===== src/vec_alu_defines.svh =====
`ifndef VEC_ALU_DEFINES_SVH
`define VEC_ALU_DEFINES_SVH

// datapath width of operands and result
`define VEC_DATA_WIDTH 64

// byte lanes in one word
`define VEC_LANES_B 8

// opcode field, same encoding as the ALU decoder
`define VEC_OPCODE_WIDTH 6

// lane mode field (b, h, w, d)
`define VEC_MODE_WIDTH 2

`endif


===== src/vec_types_pkg.sv =====
`include "vec_alu_defines.svh"

package vec_types_pkg;

    // lane width selector
    typedef enum logic [`VEC_MODE_WIDTH-1:0] {
        mode_b = 2'd0,  // 8-bit lanes
        mode_h = 2'd1,  // 16-bit lanes
        mode_w = 2'd2,  // 32-bit lanes
        mode_d = 2'd3   // one 64-bit lane
    } lane_mode_e;

    // one vector word seen as bytes, halves, words or a double word
    // lane 0 is the most significant lane in every view
    typedef union packed {
        logic [0:`VEC_LANES_B-1][7:0]   b;
        logic [0:`VEC_LANES_B/2-1][15:0] h;
        logic [0:`VEC_LANES_B/4-1][31:0] w;
        logic [`VEC_DATA_WIDTH-1:0]     d;
    } vec_word_u;

endpackage


===== src/vec_op_pkg.sv =====
`include "vec_alu_defines.svh"

package vec_op_pkg;

    import vec_types_pkg::*;

    // ALU function codes; 0 and 14 and up decode as unknown
    typedef enum logic [`VEC_OPCODE_WIDTH-1:0] {
        op_and   = 6'd1,
        op_or    = 6'd2,
        op_xor   = 6'd3,
        op_not   = 6'd4,
        op_mov   = 6'd5,
        op_add   = 6'd6,
        op_sub   = 6'd7,
        op_muleu = 6'd8,   // even lanes, unsigned widening
        op_mulou = 6'd9,   // odd lanes, unsigned widening
        op_sll   = 6'd10,
        op_srl   = 6'd11,
        op_sra   = 6'd12,
        op_rtth  = 6'd13   // swap lane halves
    } vec_opcode_e;

    // one ALU request, 136 bits
    typedef struct packed {
        vec_opcode_e opcode;
        lane_mode_e  lane_mode;
        vec_word_u   a;
        vec_word_u   b;
    } vec_op_req_t;

endpackage


===== src/lane_addsub.sv =====
`timescale 1ns/1ps
`include "vec_alu_defines.svh"

module lane_addsub
    import vec_types_pkg::*, vec_op_pkg::*;
(
    input  vec_op_req_t req,
    output vec_word_u   sum
);

    logic                         sub;
    logic [2:0]                   byte_mask;  // bytes per lane minus one
    logic [0:`VEC_LANES_B-1][7:0] b_eff;

    assign sub = (req.opcode == op_sub);

    // subtract as a + ~b + 1
    assign b_eff = sub ? ~req.b.b : req.b.b;

    always_comb begin
        case (req.lane_mode)
            mode_b:  byte_mask = 3'd0;
            mode_h:  byte_mask = 3'd1;
            mode_w:  byte_mask = 3'd3;
            default: byte_mask = 3'd7;
        endcase
    end

    // ripple from the least significant byte (index 7) upward
    always_comb begin
        logic carry;
        carry = 1'b0;
        for (int i = `VEC_LANES_B - 1; i >= 0; i--) begin
            // low byte of a lane starts a fresh chain
            if ((3'(i) & byte_mask) == byte_mask) begin
                carry = sub;
            end
            {carry, sum.b[i]} = {1'b0, req.a.b[i]} + {1'b0, b_eff[i]} + {8'd0, carry};
        end
    end

endmodule


===== config.mk =====
export PLATFORM = sky130hd
export DESIGN_NAME = lane_addsub
export DESIGN_NICKNAME = d
export VERILOG_FILES = /design/src/vec_types_pkg.sv /design/src/vec_op_pkg.sv /design/src/lane_addsub.sv
export VERILOG_INCLUDE_DIRS = /design/src
export SDC_FILE = /design/constraint.sdc
export NUM_CORES = 1
export LEC_CHECK = 0
export ABC_AREA = 1
export BUFFER_PORTS_ARGS = -buffer_cell sky130_fd_sc_hd__buf_2
export CAP_MARGIN = 40
export CELL_PAD_IN_SITES_DETAIL_PLACEMENT = 0
export CELL_PAD_IN_SITES_GLOBAL_PLACEMENT = 1
export CORE_ASPECT_RATIO = 0.5
export CORE_MARGIN = 5
export CORE_UTILIZATION = 32
export DETAILED_ROUTE_END_ITERATION = 8
export PLACE_DENSITY_LB_ADDON = 0.1
export SLEW_MARGIN = 15
export SYNTH_ARGS = -nofsm -noshare
export SYNTH_HDL_FRONTEND = slang
export SYNTH_SLANG_ARGS = --single-unit

===== constraint.sdc =====
create_clock -name vclk -period 18
set_input_delay 1.8 -clock vclk [all_inputs]
set_output_delay 1.8 -clock vclk [all_outputs]
set_load 0.03 [all_outputs]

Word-level counts from Yosys, hierarchy flattened
Cells that the tools add are included.
{"block": "totals", "regBits": 0, "inputBits": 136}
{"block": "classes", "addsub": 16, "reduce_logical": 5, "bitwise": 1, "n_mux": 9, "n_eq_ne": 3}
{"op": "$mux 64", "n": 1}
{"op": "$not 64->64", "n": 1}
{"op": "$add 8x8->9", "n": 7}
{"op": "$add 9x1->9", "n": 7}
{"op": "$pmux 3 s3", "n": 1}
{"op": "$add 8x1->8", "n": 1}
{"op": "$add 8x8->8", "n": 1}
{"op": "$logic_not 2->1", "n": 4}
{"op": "$mux 1", "n": 7}
{"op": "$eq 6x3->1 const B", "n": 1}
{"op": "$logic_not 3->1", "n": 1}
{"op": "$eq 2x1->1 const B", "n": 1}
{"op": "$eq 2x2->1 const B", "n": 1}

Longest topological paths before layout
Gate-level depths: netlist (run 1).
{"block": "depth", "ltp_word": 18, "ltp_mapped": 58}

Worst setup path before layout (run 1)
Ideal clock, no wire load.
{"block": "synth_timing", "path_kind": "input port to output port", "from": "in req[135] (netlist name)", "to": "out sum[60] (netlist name)", "cell_stages": 53, "t_arrival_ns": 12.741, "t_required_ns": 16.200, "path_slack_ns": 3.459, "n_path_buf": 2, "cell_sequence": "nor2_1 nand3_2 buf_6 buf_8 xnor2_2 ha_1 nand3_1 nand2_1 nand4_1 nand3_1 o21ai_0 fa_1 inv_1 fa_1 nand3_1 nand2_1 nand4_1 nand3_1 [... 17 more ...] nand3_1 o21ai_0 fa_1 fa_1 o21ai_0 nand4_1 nand3_1 o21ai_0 fa_1 fa_1 o21ai_0 nand4_1 nand3_1 o21ai_0 fa_1 fa_1 o21ai_1 xor2_1"}
{"element": "start: declaration", "line_no": "lane_addsub.sv:7", "rtl": "input vec_op_req_t req,"}
{"element": "end: declaration", "line_no": "lane_addsub.sv:8", "rtl": "output vec_word_u sum"}

==> impl_metrics.toml, run 1 <==
[critical_path]
setup.worst_path.end = "sum[62]"
crit_required_ns = 16.20
critPathArrivalTime_ns = 14.60
worstSetupPathType = "primary input to output pin"
path_common_cell = "fa_1"
crit_path_start_kind = "primary input"
end_kind = "output pin"
crit_path_max_incr_delay_ns = 0.60
startpoint = "req[133]"
slowest_stage = "nand3_4"
crit_fanout = 33

[worst_hold_path]
hp-class = "primary input to output pin"
hold_path.startpoint = "req[64]"

[synthesis]
yosysSeqAreaShare_pct = 0
synth_cell_types = 24
ys_warn_count = 0
postSynthAreaPerCell_um2 = 7.56
syn_area_um2 = 3420
netlist_instances = 452
synth_nets = 658

[timing]
drv_slew = 0
finalSetupTns_ns = 0
fmax_ghz = 0.0610
tightest_slew_ns = 0.737
finalSetupViolations = 0
hold_viol = 0
slew-limit-headroom_pct = 50.9
rsz0062_at_grt = "no"
finalCritPeriodShare_pct = 91.1
fin_crit_ns = 16.40

[grt]
grt_pass1_vias = 3454
grt.overflow.total = 0
grt_max_degree = 37
grt_pass1_wl_um = 16000
antenna_found_initial = 0
track_usage_pct = 14.1

[power]
power.density_nw_per_um2 = 50.1
p_leak_nw = 2.70
finalPower_w = 0.000227
ir_worst_vdd_mv = 0.0312

[floorplan]
die-width_um = 156
ios = 200
die_height_um = 83.1
die-area_um2 = 13000
start_util_pct = 33.1
core_um2 = 10300
rows = 26

[run_status]
outcome = "finished, final reports clean"

[placement]
placed_area_um2 = 4530
dp_hpwl_um = 8810
port_buffers = 200
place_congestion = 0.808

[drt]
drt_pass1_iterations = 4
postRouteAntennaNets = 0
wirelength_um = 9840
vias = 3500
wl_per_cell_um = 12.5
drc = 0
drt_iter0_markers = 77
viasPerCell = 4.45

[final_layout]
seq_cells = 0
layout-drive-gt1-share_pct = 36.2
final_nets = 854
stdcell_area_um2 = 4530
nClkBuffers = 0
n_antenna_cell = 0
syn_to_final_growth_pct = 32.6
register_area_um2 = 0
final_util_pct = 43.9

[clocking]
post_cts_buffers = 0
postCtsHoldBufs = 0
cts_resized = 0

[run]
drv_cap = 0
==> through the flow <==
stage | std cells | worst slack, ns | hold WS [ns]
floorplan | 452 | 3.46 | 3.82
global placement | 786 | 1.78 | 4.03
detailed placement | 786 | 1.46 | 4.02
CTS | 786 | 1.43 | 4.02
global route | 786 | 0.324 | 4.05
finish | 786 | 1.60 | 4.02
==> synthesized netlist by cell type <==
cell / n / area share (%)
o21ai_0: 12 / 1.8
xnor2_1: 41 / 11
nand3_1: 34 / 5.0
nand4_1: 7 / 1.3
nand2_1: 82 / 9.0
o21ai_2: 2 / 0.51
buf_8: 3 / 1.3
a21o_1: 8 / 1.8
o21ai_1: 6 / 0.88
buf_2: 2 / 0.29
fa_1: 15 / 8.8
o21a_1: 1 / 0.22
xnor2_2: 30 / 14
nand2b_1: 1 / 0.18
buf_6: 2 / 0.66
xor2_1: 32 / 8.2
nand3_2: 1 / 0.29
ha_1: 55 / 20
nor2_1: 5 / 0.55
a21oi_1: 48 / 7.0
o21bai_1: 1 / 0.22
nor3_1: 1 / 0.15
inv_1: 62 / 6.8
a31oi_1: 1 / 0.18
==> final cells by class <==
type | instances | area [µm²]
Fill cell | 1116 | 5780
Multi-Input combinational cell | 383 | 3110
Timing Repair Buffer | 201 | 1010
Inverter | 62 | 233
Tap cell | 140 | 175
==> layout by cell type (no fill, tap or decap), types with 2 or more instances in the layout <==
cell type  synthesis  final
xor2_1            32     32
inv_1             62     62
nand4_1            7      7
o21ai_2            2      2
xnor2_1           41     41
a21oi_1           48     48
o21ai_1            6      6
nor2_1             5      5
nand2_1           82     82
ha_1              55     55
fa_1              15     15
o21ai_0           12     12
a21o_1             8      8
nand3_1           34     34
xnor2_2           30     30
buf_2              2    200
==> cells by family after synthesis <==
| group | share of synthesized area [%] |
|---|---|
| simple gates | 16.4 |
| fa+ha+maj | 28.9 |
| xor+xnor | 33.0 |
| compound gates | 12.6 |
| buf+inv | 9.08 |
==> how the worst min path moves through the flow <==
stage	end	cells past startpoint
finish	sum[0]	4
global route	sum[0]	4
CTS	sum[0]	4
detailed placement	sum[0]	4
global placement	sum[0]	4
floorplan	sum[0]	2
==> critical path: cells and delay by family <==
kind	cells	cell delay (ns)
buffers and inverters	3	0.37
adder cells (fa/ha/maj)	15	6.09
XOR/XNOR	1	0.32
AO/OA/AOI/OAI	14	2.94
AND/OR/NAND/NOR	24	3.04
==> power by group <==
group          switching (W)  internal [W]
sequential                 0             0
combinational       0.000147     0.0000798
clock                      0             0
==> metal layers <==
| metal | global-route usage [%] | wire, µm | vias up |
|---|---|---|---|
| li1 | - | - | 1884 |
| met1 | 19.3 | 4650 | 1521 |
| met2 | 25.5 | 4550 | 95 |
| met3 | 1.51 | 645 | 0 |
| met4 | 0 | 0 | 0 |
| met5 | 0 | 0 | - |
No activity file was read; power rests on OpenSTA's default activity.
==> run 2: changes to the inputs <==
- REMOVE_ABC_BUFFERS: unset -> 1
- clock period: 18 -> 15.85 ns (I/O delays scaled with it)
==> run 2 against run 1 <==
Effect of this change: non-clock buffer count is 3 higher; die area stayed put; first-iteration DRC count is 21% lower; critical path depth is 1 higher; utilization is 0.34 points higher; worst hold slack worse by 0.48 ns; combinational power is 13% higher; setup slack worse by 0.45 ns; power is 13% higher; clock-buffer cell count stayed put; routed wire length is 1.7% lower; critical path type unchanged; largest cell class unchanged.
==> impl_metrics.toml, run 2 (same netlist as run 1, synthesis figures left out) <==
[worst_hold_path]
hold_path_end = "sum[0]"
whs_path_depth = 4
hold_path.startpoint = "req[64]"
hp-class = "primary input to output pin"

[final_layout]
final_nets = 857
nFillCells = 1137
seq_cells = 0
stdcell_area_um2 = 4570
final_cell_mix = "200 x buf_2, 82 x nand2_1, 62 x inv_1"
register_area_um2 = 0
nClkBuffers = 0
layout-drive-gt1-share_pct = 36.5
syn_to_final_growth_pct = 33.6
final_common_cell = "buf_2"
stdcell_count = 789
n_antenna_cell = 0

[grt]
track_usage_pct = 13.8
grt.overflow.total = 0
grt_pass1_vias = 3533
antenna_found_initial = 0
grt_pass1_wl_um = 15700
grt_max_degree = 35

[floorplan]
start_util_pct = 33.1
die_height_um = 83.1
die-width_um = 156
rows = 26
die-area_um2 = 13000
ios = 200
core_um2 = 10300

[placement]
placed_area_um2 = 4540
port_buffers = 200
post-place-ws_ns = 0.357
placed_cells = 787
place_congestion = 0.875
dp_hpwl_um = 8870

[clocking]
postCtsHoldBufs = 0

[timing]
hold_viol = 0
finalSetupViolations = 0
tightest_slew_ns = 0.693
finalCritPeriodShare_pct = 92.8
rsz0062_at_grt = "no"
fin_crit_ns = 14.71
drv_slew = 0
slew-limit-headroom_pct = 53.8
layout_setup_ws_ns = 1.14
fmax_ghz = 0.0680

[critical_path]
critPathArrivalTime_ns = 13.12
cp_top_family = "adder cells"
path_common_cell = "fa_1"
end_kind = "output pin"
crit_required_ns = 14.27
crit_path_max_incr_delay_ns = 0.45
crit_path_start_kind = "primary input"
worstSetupPathType = "primary input to output pin"
cp.depth = 58
slowest_stage = "fa_1"
crit_fanout = 10
critPathBufInv = 4

[drt]
wl_per_cell_um = 12.3
postRouteAntennaNets = 0
wirelength_um = 9670
viasPerCell = 4.44
drc = 0
drt_iter0_markers = 61
drt_pass1_iterations = 4
vias = 3502

[power]
power.density_nw_per_um2 = 56.2
ir_worst_vdd_mv = 0.0364
p_leak_nw = 2.71
finalPower_w = 0.000256

[run]
drv_cap = 0

[run_status]
outcome = "finished, final reports clean"
run 2: cell types whose count changed in the layout (fill, tap and decap cells not counted), sizes merged:
| cell | delta |
|---|---|
| buf | +3 |
run 2: power by group:
group | total, W | internal, W | switching, W
Combinational | 0.000256 | 0.0000907 | 0.000166
Clock | 0 | 0 | 0
Sequential | 0 | 0 | 0
Total | 0.000256 | 0.0000907 | 0.000166
run 2: routing by layer:
metal	GRT usage [%]	up-vias	share of wire, %
li1	-	1886	-
met1	18.1	1510	44
met2	24.4	102	46
met3	3.17	4	9.2
met4	0.630	0	0.56
met5	0	-	0
run 2: worst max path at each step:
stage | startpoint | to | slack [ns]
detailed placement | req[133] | sum[62] | 0.36
global route | req[132] | sum[62] | 0.12
finish | req[133] | sum[62] | 1.14
CTS | req[133] | sum[62] | 0.32
global placement | req[133] | sum[62] | 0.78
floorplan | req[135] | sum[60] | -0.16
run 2: tightest hold or removal path: cells and delay by family:
| kind | cells | cell delay [ns] |
|---|---|---|
| and+or+nand+nor | 2 | 0.09 |
| buffers and inverters | 2 | 0.27 |
run 2: repair_timing:
| item | CTS | global route |
|---|---|---|
| resized for setup | 0 | 4 |
| endpoints found under the setup margin | 0 | 7 |
| setup buffers | 0 | 2 |
run 2: per-stage QoR:
| stage | util [%] | hold slack (ns) | setup TNS [ns] |
|---|---|---|---|
| 2_1_floorplan | - | 3.39 | -0.286 |
| 3_3_place_gp | 44.0 | 3.53 | 0 |
| 5_1_grt | 44.3 | 3.55 | 0 |
| 4_1_cts | 44.0 | 3.54 | 0 |
| 3_5_place_dp | 44.0 | 3.54 | 0 |
| 6_report | 44.3 | 3.54 | 0 |
run 2: area by class of cell:
class	instances	area (µm²)	area share (%)
inverter	62	233	5.10
tap	140	175	3.84
multi-input combinational	383	3110	68.2
timing repair buffer	204	1040	22.9
==> run 3: changes to the inputs <==
- PLACE_DENSITY: unset -> 0.82
- PLACE_DENSITY_LB_ADDON: 0.1 -> unset
- SKIP_LAST_GASP: unset -> 1
==> run 3 against run 2 <==
Effect of this change: routed wire length is 1.9% higher; first-iteration DRC count is 62% higher; largest power group unchanged; critical path depth is 1 lower; maximum frequency hardly changed.
==> impl_metrics.toml, run 3 (same netlist as run 1, synthesis figures left out) <==
[final_layout]
layout-drive-gt1-share_pct = 36.3
nFillCells = 1088
final_cell_mix = "200 x buf_2, 82 x nand2_1, 62 x inv_1"
n_antenna_cell = 0
final_nets = 855
final_common_cell = "buf_2"
seq_cells = 0
register_area_um2 = 0
syn_to_final_growth_pct = 32.8
nClkBuffers = 0

[timing]
fin_crit_ns = 14.72
holdWs_ns = 3.54
slew-limit-headroom_pct = 54.8
fmax_ghz = 0.0679
hold_viol = 0
tightest_slew_ns = 0.678
finalSetupViolations = 0
rsz0062_at_grt = "no"
drv_slew = 0
finalCritPeriodShare_pct = 92.9

[power]
ir_worst_vdd_mv = 0.0252
finalPower_w = 0.000258
power.density_nw_per_um2 = 56.8
pwr-share-clk_pct = 0
p_leak_nw = 2.70
p_sw_share_pct = 64.8
switchingPower_w = 0.000167
pwr-share-comb_pct = 100.0
seq_power_share_pct = 0
internal-power_w = 0.0000908

[grt]
track_usage_pct = 14.7
grt_pass1_vias = 3594
grt_max_degree = 34
grt_pass1_wl_um = 16600
grt.overflow.total = 0
antenna_found_initial = 0

[critical_path]
worstSetupPathType = "primary input to output pin"
slowest_stage = "fa_1"
path_common_cell = "fa_1"
critPathArrivalTime_ns = 13.13
crit_fanout = 14
crit_required_ns = 14.27
crit_path_max_incr_delay_ns = 0.44
end_kind = "output pin"
crit_path_start_kind = "primary input"

[floorplan]
ios = 200
start_util_pct = 33.1
core_um2 = 10300
die-area_um2 = 13000
rows = 26
die-width_um = 156
die_height_um = 83.1

[run_status]
outcome = "finished, final reports clean"

[drt]
drt_pass1_iterations = 4
wl_per_cell_um = 12.5
viasPerCell = 4.49
vias = 3532
drc = 0
wirelength_um = 9850
postRouteAntennaNets = 0
drt_iter0_markers = 99

[run]
drv_cap = 0

[placement]
port_buffers = 200
dp_hpwl_um = 9130
place_congestion = 0.869

[clocking]
postCtsHoldBufs = 0

[worst_hold_path]
hp-class = "primary input to output pin"
-- run 3: critical path: cells and delay by family --
family | cells | cell delay [ns]
AO/OA/AOI/OAI | 14 | 2.39
XOR/XNOR | 1 | 0.23
adder cells (fa/ha/maj) | 15 | 5.96
buffers and inverters | 3 | 0.36
AND/OR/NAND/NOR | 24 | 2.56
-- run 3: stage by stage --
step	setup slack [ns]	setup TNS [ns]	cells	area (µm²)	utilization (%)
floorplan	-0.160	-0.286	445	3340	-
global route	0.0710	0	787	4540	44.0
global placement	0.951	0	787	4540	44.0
detailed placement	0.660	0	787	4540	44.0
CTS	0.623	0	787	4540	44.0
finish	1.13	0	787	4540	44.0
-- run 3: repair_timing --
action | in CTS | in global routing
setup buffers | 0 | 0
endpoints found under the setup margin | 0 | 5
resized for setup | 0 | 4
-- run 3: area by class of cell --
type,instances,area (µm²),area share (%)
inverter,62,233,5.13
multi-input combinational,383,3110,68.6
tap,140,175,3.86
timing repair buffer,202,1020,22.4
-- run 3: power by group through the flow --
stage	Sequential, W	Clock (W)	Combinational [W]
after global routing	0	0	0.000282
after CTS	0	0	0.000261
final	0	0	0.000258
after detailed placement	0	0	0.000260
after floorplan	0	0	0.000181
after global placement	0	0	0.000260
-- run 3: routing by layer --
metal	wire length [µm]	share of wire, %	vias up	global-route usage (%)
met5	0	0	-	0
met4	27	0.27	0	0.315
met3	317	3.2	2	0.883
met2	5350	54	49	29.5
met1	4160	42	1595	18.1
li1	-	-	1886	-
-- run 3: path summary, 6_finish.rpt --
path / start / end / cells after the start
max: req[133] / sum[62] / 57
min: req[64] / sum[0] / 4
