**src/vec_alu_defines.svh**
```systemverilog
`ifndef VEC_ALU_DEFINES_SVH
`define VEC_ALU_DEFINES_SVH

// datapath width of operands and result
`define VEC_DATA_WIDTH 64

// byte lanes in one word
`define VEC_LANES_B 8

// opcode field, same encoding as the ALU decoder
`define VEC_OPCODE_WIDTH 6

// lane mode field (b, h, w, d)
`define VEC_MODE_WIDTH 2

`endif

```
**src/vec_types_pkg.sv**
```systemverilog
`include "vec_alu_defines.svh"

package vec_types_pkg;

    // lane width selector
    typedef enum logic [`VEC_MODE_WIDTH-1:0] {
        mode_b = 2'd0,  // 8-bit lanes
        mode_h = 2'd1,  // 16-bit lanes
        mode_w = 2'd2,  // 32-bit lanes
        mode_d = 2'd3   // one 64-bit lane
    } lane_mode_e;

    // one vector word seen as bytes, halves, words or a double word
    // lane 0 is the most significant lane in every view
    typedef union packed {
        logic [0:`VEC_LANES_B-1][7:0]   b;
        logic [0:`VEC_LANES_B/2-1][15:0] h;
        logic [0:`VEC_LANES_B/4-1][31:0] w;
        logic [`VEC_DATA_WIDTH-1:0]     d;
    } vec_word_u;

endpackage

```
**src/vec_op_pkg.sv**
```systemverilog
`include "vec_alu_defines.svh"

package vec_op_pkg;

    import vec_types_pkg::*;

    // ALU function codes; 0 and 14 and up decode as unknown
    typedef enum logic [`VEC_OPCODE_WIDTH-1:0] {
        op_and   = 6'd1,
        op_or    = 6'd2,
        op_xor   = 6'd3,
        op_not   = 6'd4,
        op_mov   = 6'd5,
        op_add   = 6'd6,
        op_sub   = 6'd7,
        op_muleu = 6'd8,   // even lanes, unsigned widening
        op_mulou = 6'd9,   // odd lanes, unsigned widening
        op_sll   = 6'd10,
        op_srl   = 6'd11,
        op_sra   = 6'd12,
        op_rtth  = 6'd13   // swap lane halves
    } vec_opcode_e;

    // one ALU request, 136 bits
    typedef struct packed {
        vec_opcode_e opcode;
        lane_mode_e  lane_mode;
        vec_word_u   a;
        vec_word_u   b;
    } vec_op_req_t;

endpackage

```
**src/vec_result_select.sv**
```systemverilog
`timescale 1ns/1ps

module vec_result_select
    import vec_types_pkg::*, vec_op_pkg::*;
(
    input  logic        clk,
    input  logic        reset,
    input  logic        op_valid,
    input  vec_op_req_t req,
    input  vec_word_u   sum,
    input  vec_word_u   product,
    input  vec_word_u   shifted,
    output logic        result_valid,
    output vec_word_u   result
);

    vec_word_u next_result;

    // lane mode does not matter for the bitwise group
    always_comb begin
        case (req.opcode)
            op_and:   next_result.d = req.a.d & req.b.d;
            op_or:    next_result.d = req.a.d | req.b.d;
            op_xor:   next_result.d = req.a.d ^ req.b.d;
            op_not:   next_result.d = ~req.a.d;
            op_mov:   next_result.d = req.a.d;
            op_add,
            op_sub:   next_result = sum;
            op_muleu,
            op_mulou: next_result = product;
            op_sll,
            op_srl,
            op_sra,
            op_rtth:  next_result = shifted;
            default:  next_result.d = '0;  // unknown code
        endcase
    end

    // one result per accepted request, one cycle later
    always_ff @(posedge clk) begin
        if (reset) begin
            result_valid <= 1'b0;
            result       <= '0;
        end else begin
            result_valid <= op_valid;
            if (op_valid) begin
                result <= next_result;
            end
        end
    end

endmodule

```
**config.mk**
```make
export PLATFORM = sky130hd
export DESIGN_NAME = vec_result_select
export DESIGN_NICKNAME = d
export VERILOG_FILES = /design/src/vec_types_pkg.sv /design/src/vec_op_pkg.sv /design/src/vec_result_select.sv
export VERILOG_INCLUDE_DIRS = /design/src
export SDC_FILE = /design/constraint.sdc
export NUM_CORES = 1
export LEC_CHECK = 0
export ABC_CLOCK_PERIOD_IN_PS = 1900
export BUFFER_PORTS_ARGS = -buffer_cell sky130_fd_sc_hd__clkbuf_2
export CORE_AREA = 10 10 147 149
export CTS_CLUSTER_DIAMETER = 30
export DETAILED_ROUTE_END_ITERATION = 7
export DIE_AREA = 0 0 157 159
export PLACE_DENSITY = 0.87
export SLEW_MARGIN = 20
export SYNTH_ARGS = -nofsm -noshare
export SYNTH_HDL_FRONTEND = slang
export SYNTH_SLANG_ARGS = --single-unit
```
**constraint.sdc**
```tcl
create_clock -name clk -period 1.9 [get_ports clk]
set_input_delay 0.095 -clock clk [delete_from_list [all_inputs] [get_ports clk]]
set_output_delay 0.095 -clock clk [all_outputs]
set_load 0.1 [all_outputs]
```
* Word level (Yosys, flattened, before mapping)
Index checks and enable logic that the tools add are counted. W data, S select, Z words.
Operators by class: muxes and demuxes 1, reductions and logical operators 3, bitwise gates (word level) 4, equal/unequal tests 13
Operator list (count):
- $pmux W64 S8 | 1
- $and A64 B64 Y64 | 1
- $not A64 Y64 | 1
- $or A64 B64 Y64 | 1
- $xor A64 B64 Y64 | 1
- $eq A6 B4 Y1 const B | 6
- $eq A6 B3 Y1 const B | 4
- $eq A6 B2 Y1 const B | 2
- $eq A6 B1 Y1 const B | 1
- $reduce_or A2 Y1 | 2
- $reduce_or A4 Y1 | 1
Word-level totals: input port bits 331, output and inout port bits 65, bits in registers 65

* Logic depth before layout (Yosys ltp)
Gate-level depths: netlist (run 1).
word-level depth 3, depth in mapped cells 8, depth with buffers taken out 6

* Worst setup path after synthesis (run 1)
Ideal clock, no wire load.
kind in2reg, start point input req[130] in the netlist's numbering, end point register result[12] in the netlist's numbering, setup slack 0.332 ns, cell stages on the path 8, library setup time 0.131 ns, path buffers 4, required time 1.769 ns, data arrival time 1.437 ns, cell sequence buf_6 -> or4_1 -> and4_1 -> buf_6 -> buf_6 -> buf_6 -> o211ai_1 -> nand3_1
Between the ends: longest elaborated chain between the ends 3
Ends and longest elaborated chain:
- start: declaration | RTL line vec_result_select.sv:9 | input vec_op_req_t req,
- $eq A6 B4 Y1 / $eq A6 B3 Y1 (equally long branches) | RTL line vec_result_select.sv:21 | case (req.opcode)
- $reduce_or A4 Y1 / $reduce_or A2 Y1 (equally long branches) | RTL line vec_result_select.sv:21
- $pmux W64 S8 (*) | RTL line vec_result_select.sv:21
- end signal: assignment | RTL line vec_result_select.sv:47 | result <= next_result;
- end: declaration | RTL line vec_result_select.sv:14 | output vec_word_u result
Every way passes the cells marked *; elsewhere a longest branch is shown, timed or not. A chain may end at the register's enable or synchronous reset.

* Worst setup path after layout (run 1)
start point input req[131] in the netlist's numbering, end point register result[22] in the netlist's numbering
The elaborated chain is that of the path after synthesis.

==> results of run 1 <==
worst register-to-register path, cell delays in order, from the launching register on:
cell                       delay (ns)
sky130_fd_sc_hd__dfxtp_1         0.33
sky130_fd_sc_hd__a222oi_1        0.34
sky130_fd_sc_hd__a31oi_1         0.13
where the power goes:
part | leakage [nW] | switching (mW) | internal (mW)
registers | 0.524 | 0.00694 | 1.37
clock network | 0.137 | 0.736 | 1.02
logic | 5.23 | 0.941 | 0.693
total | 5.90 | 1.68 | 3.08
final cells by class:
class                           count  area share [%]
Clock inverter                      7          0.6036
Inverter                          129           4.098
Antenna cell                        2         0.04236
Multi-Input combinational cell    885           58.35
Timing Repair Buffer              440           21.51
Sequential cell                    65           11.01
Clock buffer                        9           1.906
Tap cell                          234           2.478
final timing paths:
kind                                   end  cells after the start   startpoint
worst max-delay path            result[22]                      7     req[131]
worst min-delay path            result[39]                      3  shifted[39]
worst max register to register  result[63]                      2   result[63]
worst min register to register  result[46]                      2   result[46]
cells by family (layout without fill, tap and decap cells):
group | count (synthesis) | in the layout | synth area share, %
simple gates | 404 | 404 | 28.76
compound gates | 353 | 353 | 28.00
buf+inv | 271 | 585 | 11.78
fa+ha+maj | 128 | 128 | 17.36
flops | 65 | 65 | 14.10
other cells | 0 | 2 | 0
synthesized netlist by cell type (all sizes together), types with 33 or more instances:
cell and n:
and3 33, or3b 64, nand3 64, and4 33
ha 128, dfxtp 65, inv 129, a21oi 128
nand2 98, clkbuf 118, nand3b 65
per-layer routing:
layer	vias up	track usage, %	share of wire (%)
met4	2	14.46	4.4
met3	121	7.609	12
met5	-	0	0.028
met2	760	47.65	47
met1	5255	34.77	37
li1	5214	-	-
cells in the final DEF, fill, tap and decap left out, types with 2 or more instances in the layout:
| master | count |
|---|---|
| sky130_fd_sc_hd__a22oi_1 | 2 |
| sky130_fd_sc_hd__diode_2 | 2 |
| sky130_fd_sc_hd__nand3_1 | 64 |
| sky130_fd_sc_hd__or4_1 | 2 |
| sky130_fd_sc_hd__buf_12 | 17 |
| sky130_fd_sc_hd__and4_1 | 32 |
| sky130_fd_sc_hd__o211ai_1 | 32 |
| sky130_fd_sc_hd__a21oi_1 | 128 |
| sky130_fd_sc_hd__o41ai_1 | 30 |
| sky130_fd_sc_hd__nand3b_1 | 65 |
| sky130_fd_sc_hd__nor2_4 | 3 |
| sky130_fd_sc_hd__ha_1 | 128 |
| sky130_fd_sc_hd__a41oi_1 | 2 |
| sky130_fd_sc_hd__and4b_1 | 32 |
| sky130_fd_sc_hd__dfxtp_1 | 65 |
| sky130_fd_sc_hd__nand2b_2 | 2 |
| sky130_fd_sc_hd__nor2b_2 | 2 |
| sky130_fd_sc_hd__o221ai_1 | 32 |
| sky130_fd_sc_hd__or3b_2 | 64 |
| sky130_fd_sc_hd__a222oi_1 | 30 |
| sky130_fd_sc_hd__and3_1 | 33 |
| sky130_fd_sc_hd__clkbuf_16 | 9 |
| sky130_fd_sc_hd__a22o_1 | 32 |
| sky130_fd_sc_hd__o41ai_2 | 2 |
| sky130_fd_sc_hd__clkbuf_2 | 391 |
| sky130_fd_sc_hd__clkinv_2 | 2 |
| sky130_fd_sc_hd__a221o_1 | 31 |
| sky130_fd_sc_hd__nand2_1 | 98 |
| sky130_fd_sc_hd__clkinvlp_4 | 3 |
| sky130_fd_sc_hd__buf_4 | 31 |
| sky130_fd_sc_hd__a31oi_1 | 30 |
| sky130_fd_sc_hd__inv_1 | 128 |
stage by stage:
| stage | util (%) | std cells | cell area (um2) | hold WS, ns | setup WS, ns |
|---|---|---|---|---|---|
| floorplan | - | 1221 | 9228 | 0.1746 | 0.3316 |
| global placement | 61.80 | 1751 | 11480 | 0.3841 | -0.2326 |
| detailed placement | 61.80 | 1751 | 11480 | 0.4003 | -0.2941 |
| CTS | 63.39 | 1767 | 11780 | 0.03136 | 0.07045 |
| global route | 63.59 | 1771 | 11820 | 0.06157 | 0.1770 |
| finish | 63.59 | 1771 | 11820 | 0.04553 | 0.3055 |
registers in the layout, summed over array words and instances (netlist names):
| register | count |
|---|---|
| result | 64 |
| result_valid | 1 |
==> impl_metrics.prom, run 1 <==
# TYPE chip_impl_metric gauge
chip_impl_metric{name="post_cts.repair.setup_buffers",unit=""} 0
chip_impl_metric{name="synth.yosys.seq_area_share",unit="%"} 14.10
chip_impl_metric{name="vertical_extent_of_the_die",unit="um"} 159
chip_impl_info{name="timing.critical_path.to_type",value="register"} 1
chip_impl_metric{name="sequential_cell_area",unit="mm2"} 0.001301
chip_impl_metric{name="number_of_antenna_violations_at_the_first_check_in_global_routing",unit=""} 3
chip_impl_metric{name="finalHoldViolCount",unit=""} 0
chip_impl_metric{name="tns",unit="ns"} 0
chip_impl_metric{name="dr_total_vias",unit=""} 11352
chip_impl_metric{name="worst-r2r-setup-slack",unit="ns"} 0.96
chip_impl_metric{name="cts_hold_repair_buffers",unit=""} 0
chip_impl_metric{name="global_route_wire_length_before_repair",unit="um"} 59700
chip_impl_metric{name="worst_skew_pair.late_latency",unit="ns"} 0.34
chip_impl_info{name="family_of_cells_with_the_greatest_summed_delay_on_the_critical_path",value="buffers and inverters"} 1
chip_impl_info{name="critical_path.cell_chain",value="buf_4 > buf_4 > or3b_2 > a21oi_1 > o41ai_1 > buf_4 > nand3_1"} 1
chip_impl_info{name="cts.root.buffer_cell",value="sky130_fd_sc_hd__clkbuf_16"} 1
chip_impl_metric{name="first_global_vias",unit=""} 11057
chip_impl_metric{name="irDropWorstVdd",unit="mV"} 0.3732
chip_impl_metric{name="grt_max_degree",unit=""} 97
chip_impl_metric{name="iter_0_drt_violations",unit=""} 1123
chip_impl_info{name="critPathKind",value="in -> reg"} 1
chip_impl_metric{name="cp_data_arrival_time",unit="ns"} 1.82
chip_impl_metric{name="path_buf_inv",unit=""} 3
chip_impl_metric{name="critPathMaxStageDelay",unit="ns"} 0.53
chip_impl_metric{name="ctsLongestPathBuffers",unit=""} 2
chip_impl_metric{name="fmax",unit="MHz"} 627.1
chip_impl_metric{name="leakage",unit="nW"} 5.895
chip_impl_metric{name="drv_cap",unit=""} 0
chip_impl_metric{name="yosys_warnings",unit=""} 0
chip_impl_metric{name="chipWidth",unit="um"} 157
chip_impl_metric{name="fillCellCount",unit=""} 1614
chip_impl_info{name="grt_setup_unrepaired",value="false"} 1
chip_impl_info{name="cts_tree",value="built"} 1
chip_impl_info{name="synth_top_flop_cell",value="sky130_fd_sc_hd__dfxtp_1"} 1
chip_impl_info{name="synth_largest_area_cell",value="sky130_fd_sc_hd__ha_1"} 1
chip_impl_metric{name="cts_clk_pin_slew_worst_paths",unit="ns"} 0.07
chip_impl_metric{name="avg_synthesized_cell_area",unit="um2"} 7.557
chip_impl_metric{name="worst_margin_slew",unit="ns"} 0.8386
chip_impl_metric{name="wl_per_cell",unit="um"} 22.05
chip_impl_metric{name="initial_utilization",unit="%"} 49.66
chip_impl_info{name="cp_common_cell",value="sky130_fd_sc_hd__buf_4"} 1
chip_impl_metric{name="ys_types",unit=""} 38
chip_impl_metric{name="final-setup-viol-count",unit=""} 0
chip_impl_metric{name="place.detailed.hpwl",unit="um"} 28920
chip_impl_info{name="status",value="finished, final reports clean"} 1
chip_impl_metric{name="coreArea",unit="mm2"} 0.01858
chip_impl_metric{name="cts_buffer_count",unit=""} 9
chip_impl_metric{name="ios",unit=""} 396
chip_impl_metric{name="worstPathRequired",unit="ns"} 2.13
chip_impl_metric{name="cts_max_level",unit=""} 3
chip_impl_metric{name="post_synth_edffs",unit=""} 0
chip_impl_metric{name="cts.repair.resized",unit=""} 0
chip_impl_info{name="cpMaxStageDelayCell",value="sky130_fd_sc_hd__o41ai_1"} 1
chip_impl_metric{name="power",unit="mW"} 4.765
chip_impl_metric{name="yosys.area.top_type_share",unit="%"} 17.36
chip_impl_metric{name="vias_per_cell",unit=""} 6.410
chip_impl_info{name="critPathLaunchType",value="input pin"} 1
chip_impl_metric{name="grtUsageTotal",unit="%"} 29.30
chip_impl_metric{name="synth_fp_nets",unit=""} 1680
chip_impl_metric{name="cts.sink_count",unit=""} 65
chip_impl_metric{name="drive_above_1_share",unit="%"} 34.85
chip_impl_metric{name="placementRows",unit=""} 50
chip_impl_metric{name="power_density",unit="mW/mm2"} 403.3
chip_impl_metric{name="post_synthesis_cell_area",unit="mm2"} 0.009228
chip_impl_metric{name="timing.final.crit_period",unit="ns"} 1.595
chip_impl_metric{name="area_delta_synth_final",unit="%"} 28.04
chip_impl_metric{name="remaining_drc_errors",unit=""} 0
chip_impl_metric{name="grt_overflow",unit=""} 0
chip_impl_metric{name="maxSlewHeadroom",unit="%"} 44.09
chip_impl_metric{name="nNetsFinal",unit=""} 1989
chip_impl_info{name="synth_area_leaders",value="sky130_fd_sc_hd__ha_1, sky130_fd_sc_hd__dfxtp_1, sky130_fd_sc_hd__a21oi_1"} 1
chip_impl_metric{name="final.setup_skew",unit="ns"} 0
chip_impl_metric{name="postSynthRegisterBits",unit=""} 65
chip_impl_metric{name="finalWirelength",unit="um"} 39040
chip_impl_metric{name="multi_input_comb_area",unit="mm2"} 0.006894
chip_impl_metric{name="drt.antenna.violating_nets",unit=""} 0
chip_impl_metric{name="portbufs",unit=""} 393
chip_impl_info{name="holdCritPathClass",value="in -> reg"} 1
chip_impl_metric{name="synth-async-reset-ratio",unit="%"} 0
chip_impl_metric{name="maxSlewViolCount",unit=""} 0
chip_impl_metric{name="place.gp.congestion",unit=""} 0.9443
chip_impl_metric{name="syn_inst",unit=""} 1221
chip_impl_metric{name="critPathMaxFanout",unit=""} 78
chip_impl_metric{name="final.period_utilization",unit="%"} 83.92
chip_impl_metric{name="floorplan.die_area",unit="mm2"} 0.02496
chip_impl_metric{name="drt-pass1-iter-count",unit=""} 8
(Power assumes the default switching activity.)
==> run 2: changes to the inputs <==
--- a/config.mk
+++ b/config.mk
@@ -6,13 +6,13 @@
 export SDC_FILE = /design/constraint.sdc
 export NUM_CORES = 1
 export LEC_CHECK = 0
-export ABC_CLOCK_PERIOD_IN_PS = 1900
+export ABC_CLOCK_PERIOD_IN_PS = 1410
 export BUFFER_PORTS_ARGS = -buffer_cell sky130_fd_sc_hd__clkbuf_2
-export CORE_AREA = 10 10 147 149
+export CORE_AREA = 10 10 155 157
 export CTS_CLUSTER_DIAMETER = 30
 export DETAILED_ROUTE_END_ITERATION = 7
-export DIE_AREA = 0 0 157 159
-export PLACE_DENSITY = 0.87
+export DIE_AREA = 0 0 165 167
+export PLACE_DENSITY = 0.82
 export SLEW_MARGIN = 20
 export SYNTH_ARGS = -nofsm -noshare
 export SYNTH_HDL_FRONTEND = slang
==> constraint.sdc (replaced) <==
create_clock -name clk -period 1.41 [get_ports clk]
set_input_delay 0.0705 -clock clk [delete_from_list [all_inputs] [get_ports clk]]
set_output_delay 0.0705 -clock clk [all_outputs]
set_load 0.1 [all_outputs]
==> run 2 against run 1 <==
Clock power rose by 49%. Worst hold slack got worse by 0.027 ns. Final area rose by 5.5%. Routed wire length barely moved.
==> impl_metrics.prom, run 2 (same netlist as run 1, synthesis figures left out) <==
# TYPE chip_impl_metric gauge
chip_impl_metric{name="final.setup_skew",unit="ns"} 0
chip_impl_metric{name="cts_buffer_count",unit=""} 9
chip_impl_metric{name="chipWidth",unit="um"} 165
chip_impl_metric{name="number_of_antenna_violations_at_the_first_check_in_global_routing",unit=""} 5
chip_impl_metric{name="worstPathRequired",unit="ns"} 1.61
chip_impl_metric{name="grt_use_met3",unit="%"} 6.879
chip_impl_metric{name="utilization",unit="%"} 59.87
chip_impl_metric{name="cts_clk_pin_slew_worst_paths",unit="ns"} 0.06
chip_impl_metric{name="leakage",unit="nW"} 6.255
chip_impl_info{name="rr_endpoint",value="result[28]"} 1
chip_impl_metric{name="first_global_vias",unit=""} 11425
chip_impl_metric{name="cts.sink_count",unit=""} 65
chip_impl_metric{name="grtUsageTotal",unit="%"} 26.54
chip_impl_info{name="holdCritPathClass",value="in -> reg"} 1
chip_impl_info{name="final_common_cell",value="sky130_fd_sc_hd__clkbuf_2"} 1
chip_impl_metric{name="ios",unit=""} 396
chip_impl_metric{name="worst_margin_slew",unit="ns"} 0.5910
chip_impl_metric{name="place.gp.congestion",unit=""} 0.9354
chip_impl_metric{name="ctsLongestPathBuffers",unit=""} 2
chip_impl_metric{name="drt.antenna.violating_nets",unit=""} 0
chip_impl_info{name="critical_path.cell_chain",value="buf_4 > buf_4 > buf_4 > or3b_2 > a21oi_1 > o41ai_1 > nand3_1"} 1
chip_impl_info{name="critical_path.startpoint",value="req[132]"} 1
chip_impl_metric{name="tns",unit="ns"} 0
chip_impl_metric{name="cp_data_arrival_time",unit="ns"} 1.53
chip_impl_metric{name="worst-r2r-setup-slack",unit="ns"} 0.49
chip_impl_metric{name="cts_max_level",unit=""} 3
chip_impl_metric{name="irDropWorstVdd",unit="mV"} 0.4622
chip_impl_info{name="cts.root.buffer_cell",value="sky130_fd_sc_hd__clkbuf_16"} 1
chip_impl_info{name="grt_setup_unrepaired",value="false"} 1
chip_impl_info{name="critPathLaunchType",value="input pin"} 1
chip_impl_metric{name="area_delta_synth_final",unit="%"} 35.11
chip_impl_info{name="registers.top_by_ff_count",value="result"} 1
chip_impl_info{name="r2r_start",value="result[28]"} 1
chip_impl_info{name="grt_most_used_layer",value="met2"} 1
chip_impl_metric{name="final.period_utilization",unit="%"} 94.31
chip_impl_metric{name="timing.final.crit_period",unit="ns"} 1.330
chip_impl_metric{name="dr_total_vias",unit=""} 11340
chip_impl_metric{name="worst_skew_pair.late_latency",unit="ns"} 0.34
chip_impl_metric{name="post_cts.repair.setup_buffers",unit=""} 0
chip_impl_metric{name="remaining_drc_errors",unit=""} 0
chip_impl_info{name="cts_tree",value="built"} 1
chip_impl_metric{name="grt_max_degree",unit=""} 69
chip_impl_metric{name="sequential_cell_area",unit="mm2"} 0.001341
chip_impl_metric{name="finalWirelength",unit="um"} 39010
chip_impl_metric{name="maxSlewHeadroom",unit="%"} 60.77
chip_impl_metric{name="iter_0_drt_violations",unit=""} 1043
chip_impl_metric{name="global_route.usage.met1",unit="%"} 31.02
chip_impl_metric{name="place.detailed.hpwl",unit="um"} 29840
chip_impl_metric{name="maxSlewViolCount",unit=""} 0
chip_impl_info{name="status",value="finished, final reports clean"} 1
chip_impl_metric{name="initial_utilization",unit="%"} 44.32
chip_impl_metric{name="power_density",unit="mW/mm2"} 544.3
chip_impl_info{name="critPathKind",value="in -> reg"} 1
chip_impl_metric{name="placementRows",unit=""} 53
chip_impl_info{name="timing.critical_path.to_type",value="register"} 1
chip_impl_metric{name="ff2ff_path_depth",unit=""} 2
chip_impl_metric{name="fmax",unit="MHz"} 752.0
chip_impl_metric{name="final-setup-viol-count",unit=""} 0
chip_impl_metric{name="global_route_wire_length_before_repair",unit="um"} 59740
chip_impl_info{name="cpMaxStageDelayCell",value="sky130_fd_sc_hd__o41ai_1"} 1
chip_impl_metric{name="finalHoldViolCount",unit=""} 0
chip_impl_metric{name="power",unit="mW"} 6.786
chip_impl_metric{name="floorplan.die_area",unit="mm2"} 0.02756
chip_impl_metric{name="largest_reg_flops",unit=""} 64
chip_impl_metric{name="nNetsFinal",unit=""} 2033
chip_impl_metric{name="critPathMaxStageDelay",unit="ns"} 0.52
chip_impl_metric{name="portbufs",unit=""} 393
chip_impl_metric{name="coreArea",unit="mm2"} 0.02082
chip_impl_info{name="setup.worst_path.end",value="result[56]"} 1
chip_impl_metric{name="vias_per_cell",unit=""} 6.107
chip_impl_metric{name="multi_input_comb_area",unit="mm2"} 0.006983
chip_impl_metric{name="cts.repair.resized",unit=""} 0
chip_impl_info{name="cp_common_cell",value="sky130_fd_sc_hd__buf_4"} 1
chip_impl_metric{name="vertical_extent_of_the_die",unit="um"} 167
chip_impl_metric{name="hold_ws",unit="ns"} 0.01883
chip_impl_metric{name="drive_above_1_share",unit="%"} 39.20
chip_impl_metric{name="fillCellCount",unit=""} 1834
chip_impl_metric{name="gr-usage-met2",unit="%"} 45.10
chip_impl_metric{name="wl_per_cell",unit="um"} 21.01
chip_impl_metric{name="drv_cap",unit=""} 0
chip_impl_metric{name="critPathMaxFanout",unit=""} 23
chip_impl_metric{name="grt_overflow",unit=""} 0
chip_impl_info{name="largestRegisters",value="result (64), result_valid (1)"} 1
chip_impl_metric{name="drt-pass1-iter-count",unit=""} 7
chip_impl_info{name="layout_common_cells",value="sky130_fd_sc_hd__clkbuf_2, sky130_fd_sc_hd__inv_1, sky130_fd_sc_hd__a21oi_1, sky130_fd_sc_hd__ha_1, sky130_fd_sc_hd__nand2_1"} 1
-- run 2: cell types whose count changed in the layout (fill, tap and decap cells not counted), moves of 2 or more --
cell,delta
sky130_fd_sc_hd__o41ai_1,-10
sky130_fd_sc_hd__o41ai_2,+10
sky130_fd_sc_hd__clkbuf_8,+2
sky130_fd_sc_hd__clkinv_2,-2
sky130_fd_sc_hd__buf_12,+9
sky130_fd_sc_hd__dfxtp_2,+32
sky130_fd_sc_hd__buf_4,+34
sky130_fd_sc_hd__dfxtp_1,-32
-- run 2: final cells by class --
type                       instances  area share [%]
multi-input combinational        886           56.01
timing repair buffer             483           23.87
sequential                        65           10.76
inverter                         129           3.884
tap                              275           2.760
clock buffer                      12           2.057
clock inverter                     4          0.6022
antenna                            3         0.06022
-- run 2: worst min-delay path by stage --
| stage | slack [ns] | end | depth (start not counted) | start |
|---|---|---|---|---|
| floorplan | 0.15 | result_valid | 1 | reset |
| global placement | 0.34 | result[39] | 3 | shifted[39] |
| detailed placement | 0.35 | result[39] | 3 | shifted[39] |
| CTS | 0.007 | result[33] | 3 | shifted[33] |
| global route | 0.03 | result[33] | 3 | shifted[33] |
| finish | 0.02 | result[33] | 3 | shifted[33] |
-- run 2: stage by stage --
stage / area, um2 / setup slack (ns) / std cells
after detailed placement: 12110 / -0.3017 / 1836
after global routing: 12470 / 0.03625 / 1857
after CTS: 12450 / 0.05776 / 1853
after floorplan: 9346 / 0.03352 / 1221
final: 12470 / 0.08028 / 1857
after global placement: 12110 / -0.2430 / 1836
-- run 2: per-layer routing --
layer | vias up | share of wire, % | wire (um)
met4 | 4 | 3.3 | 1285
met3 | 89 | 9.6 | 3735
met2 | 573 | 48 | 18860
met5 | - | 0.069 | 27
met1 | 5373 | 39 | 15100
li1 | 5301 | - | -
-- run 2: where the power goes --
part           switching [mW]  total (mW)  internal [mW]  leakage (nW)
Sequential            0.00971        1.86           1.85         0.540
Clock                   0.965        2.61           1.65         0.155
Combinational            1.28        2.31           1.03          5.56
Total                    2.26        6.79           4.53          6.26
-- run 2: timing repair --
item / 4_1_cts / 5_1_grt
hold endpoints to repair: 1 / 0
setup endpoints to repair: 0 / 12
hold buffers: 1 / 0
-- run 2: worst max-delay path: cells and delay by family --
kind	cells	cell delay [ns]
AO/OA/AOI/OAI	2	0.58
buffers and inverters	3	0.57
AND/OR/NAND/NOR	2	0.31
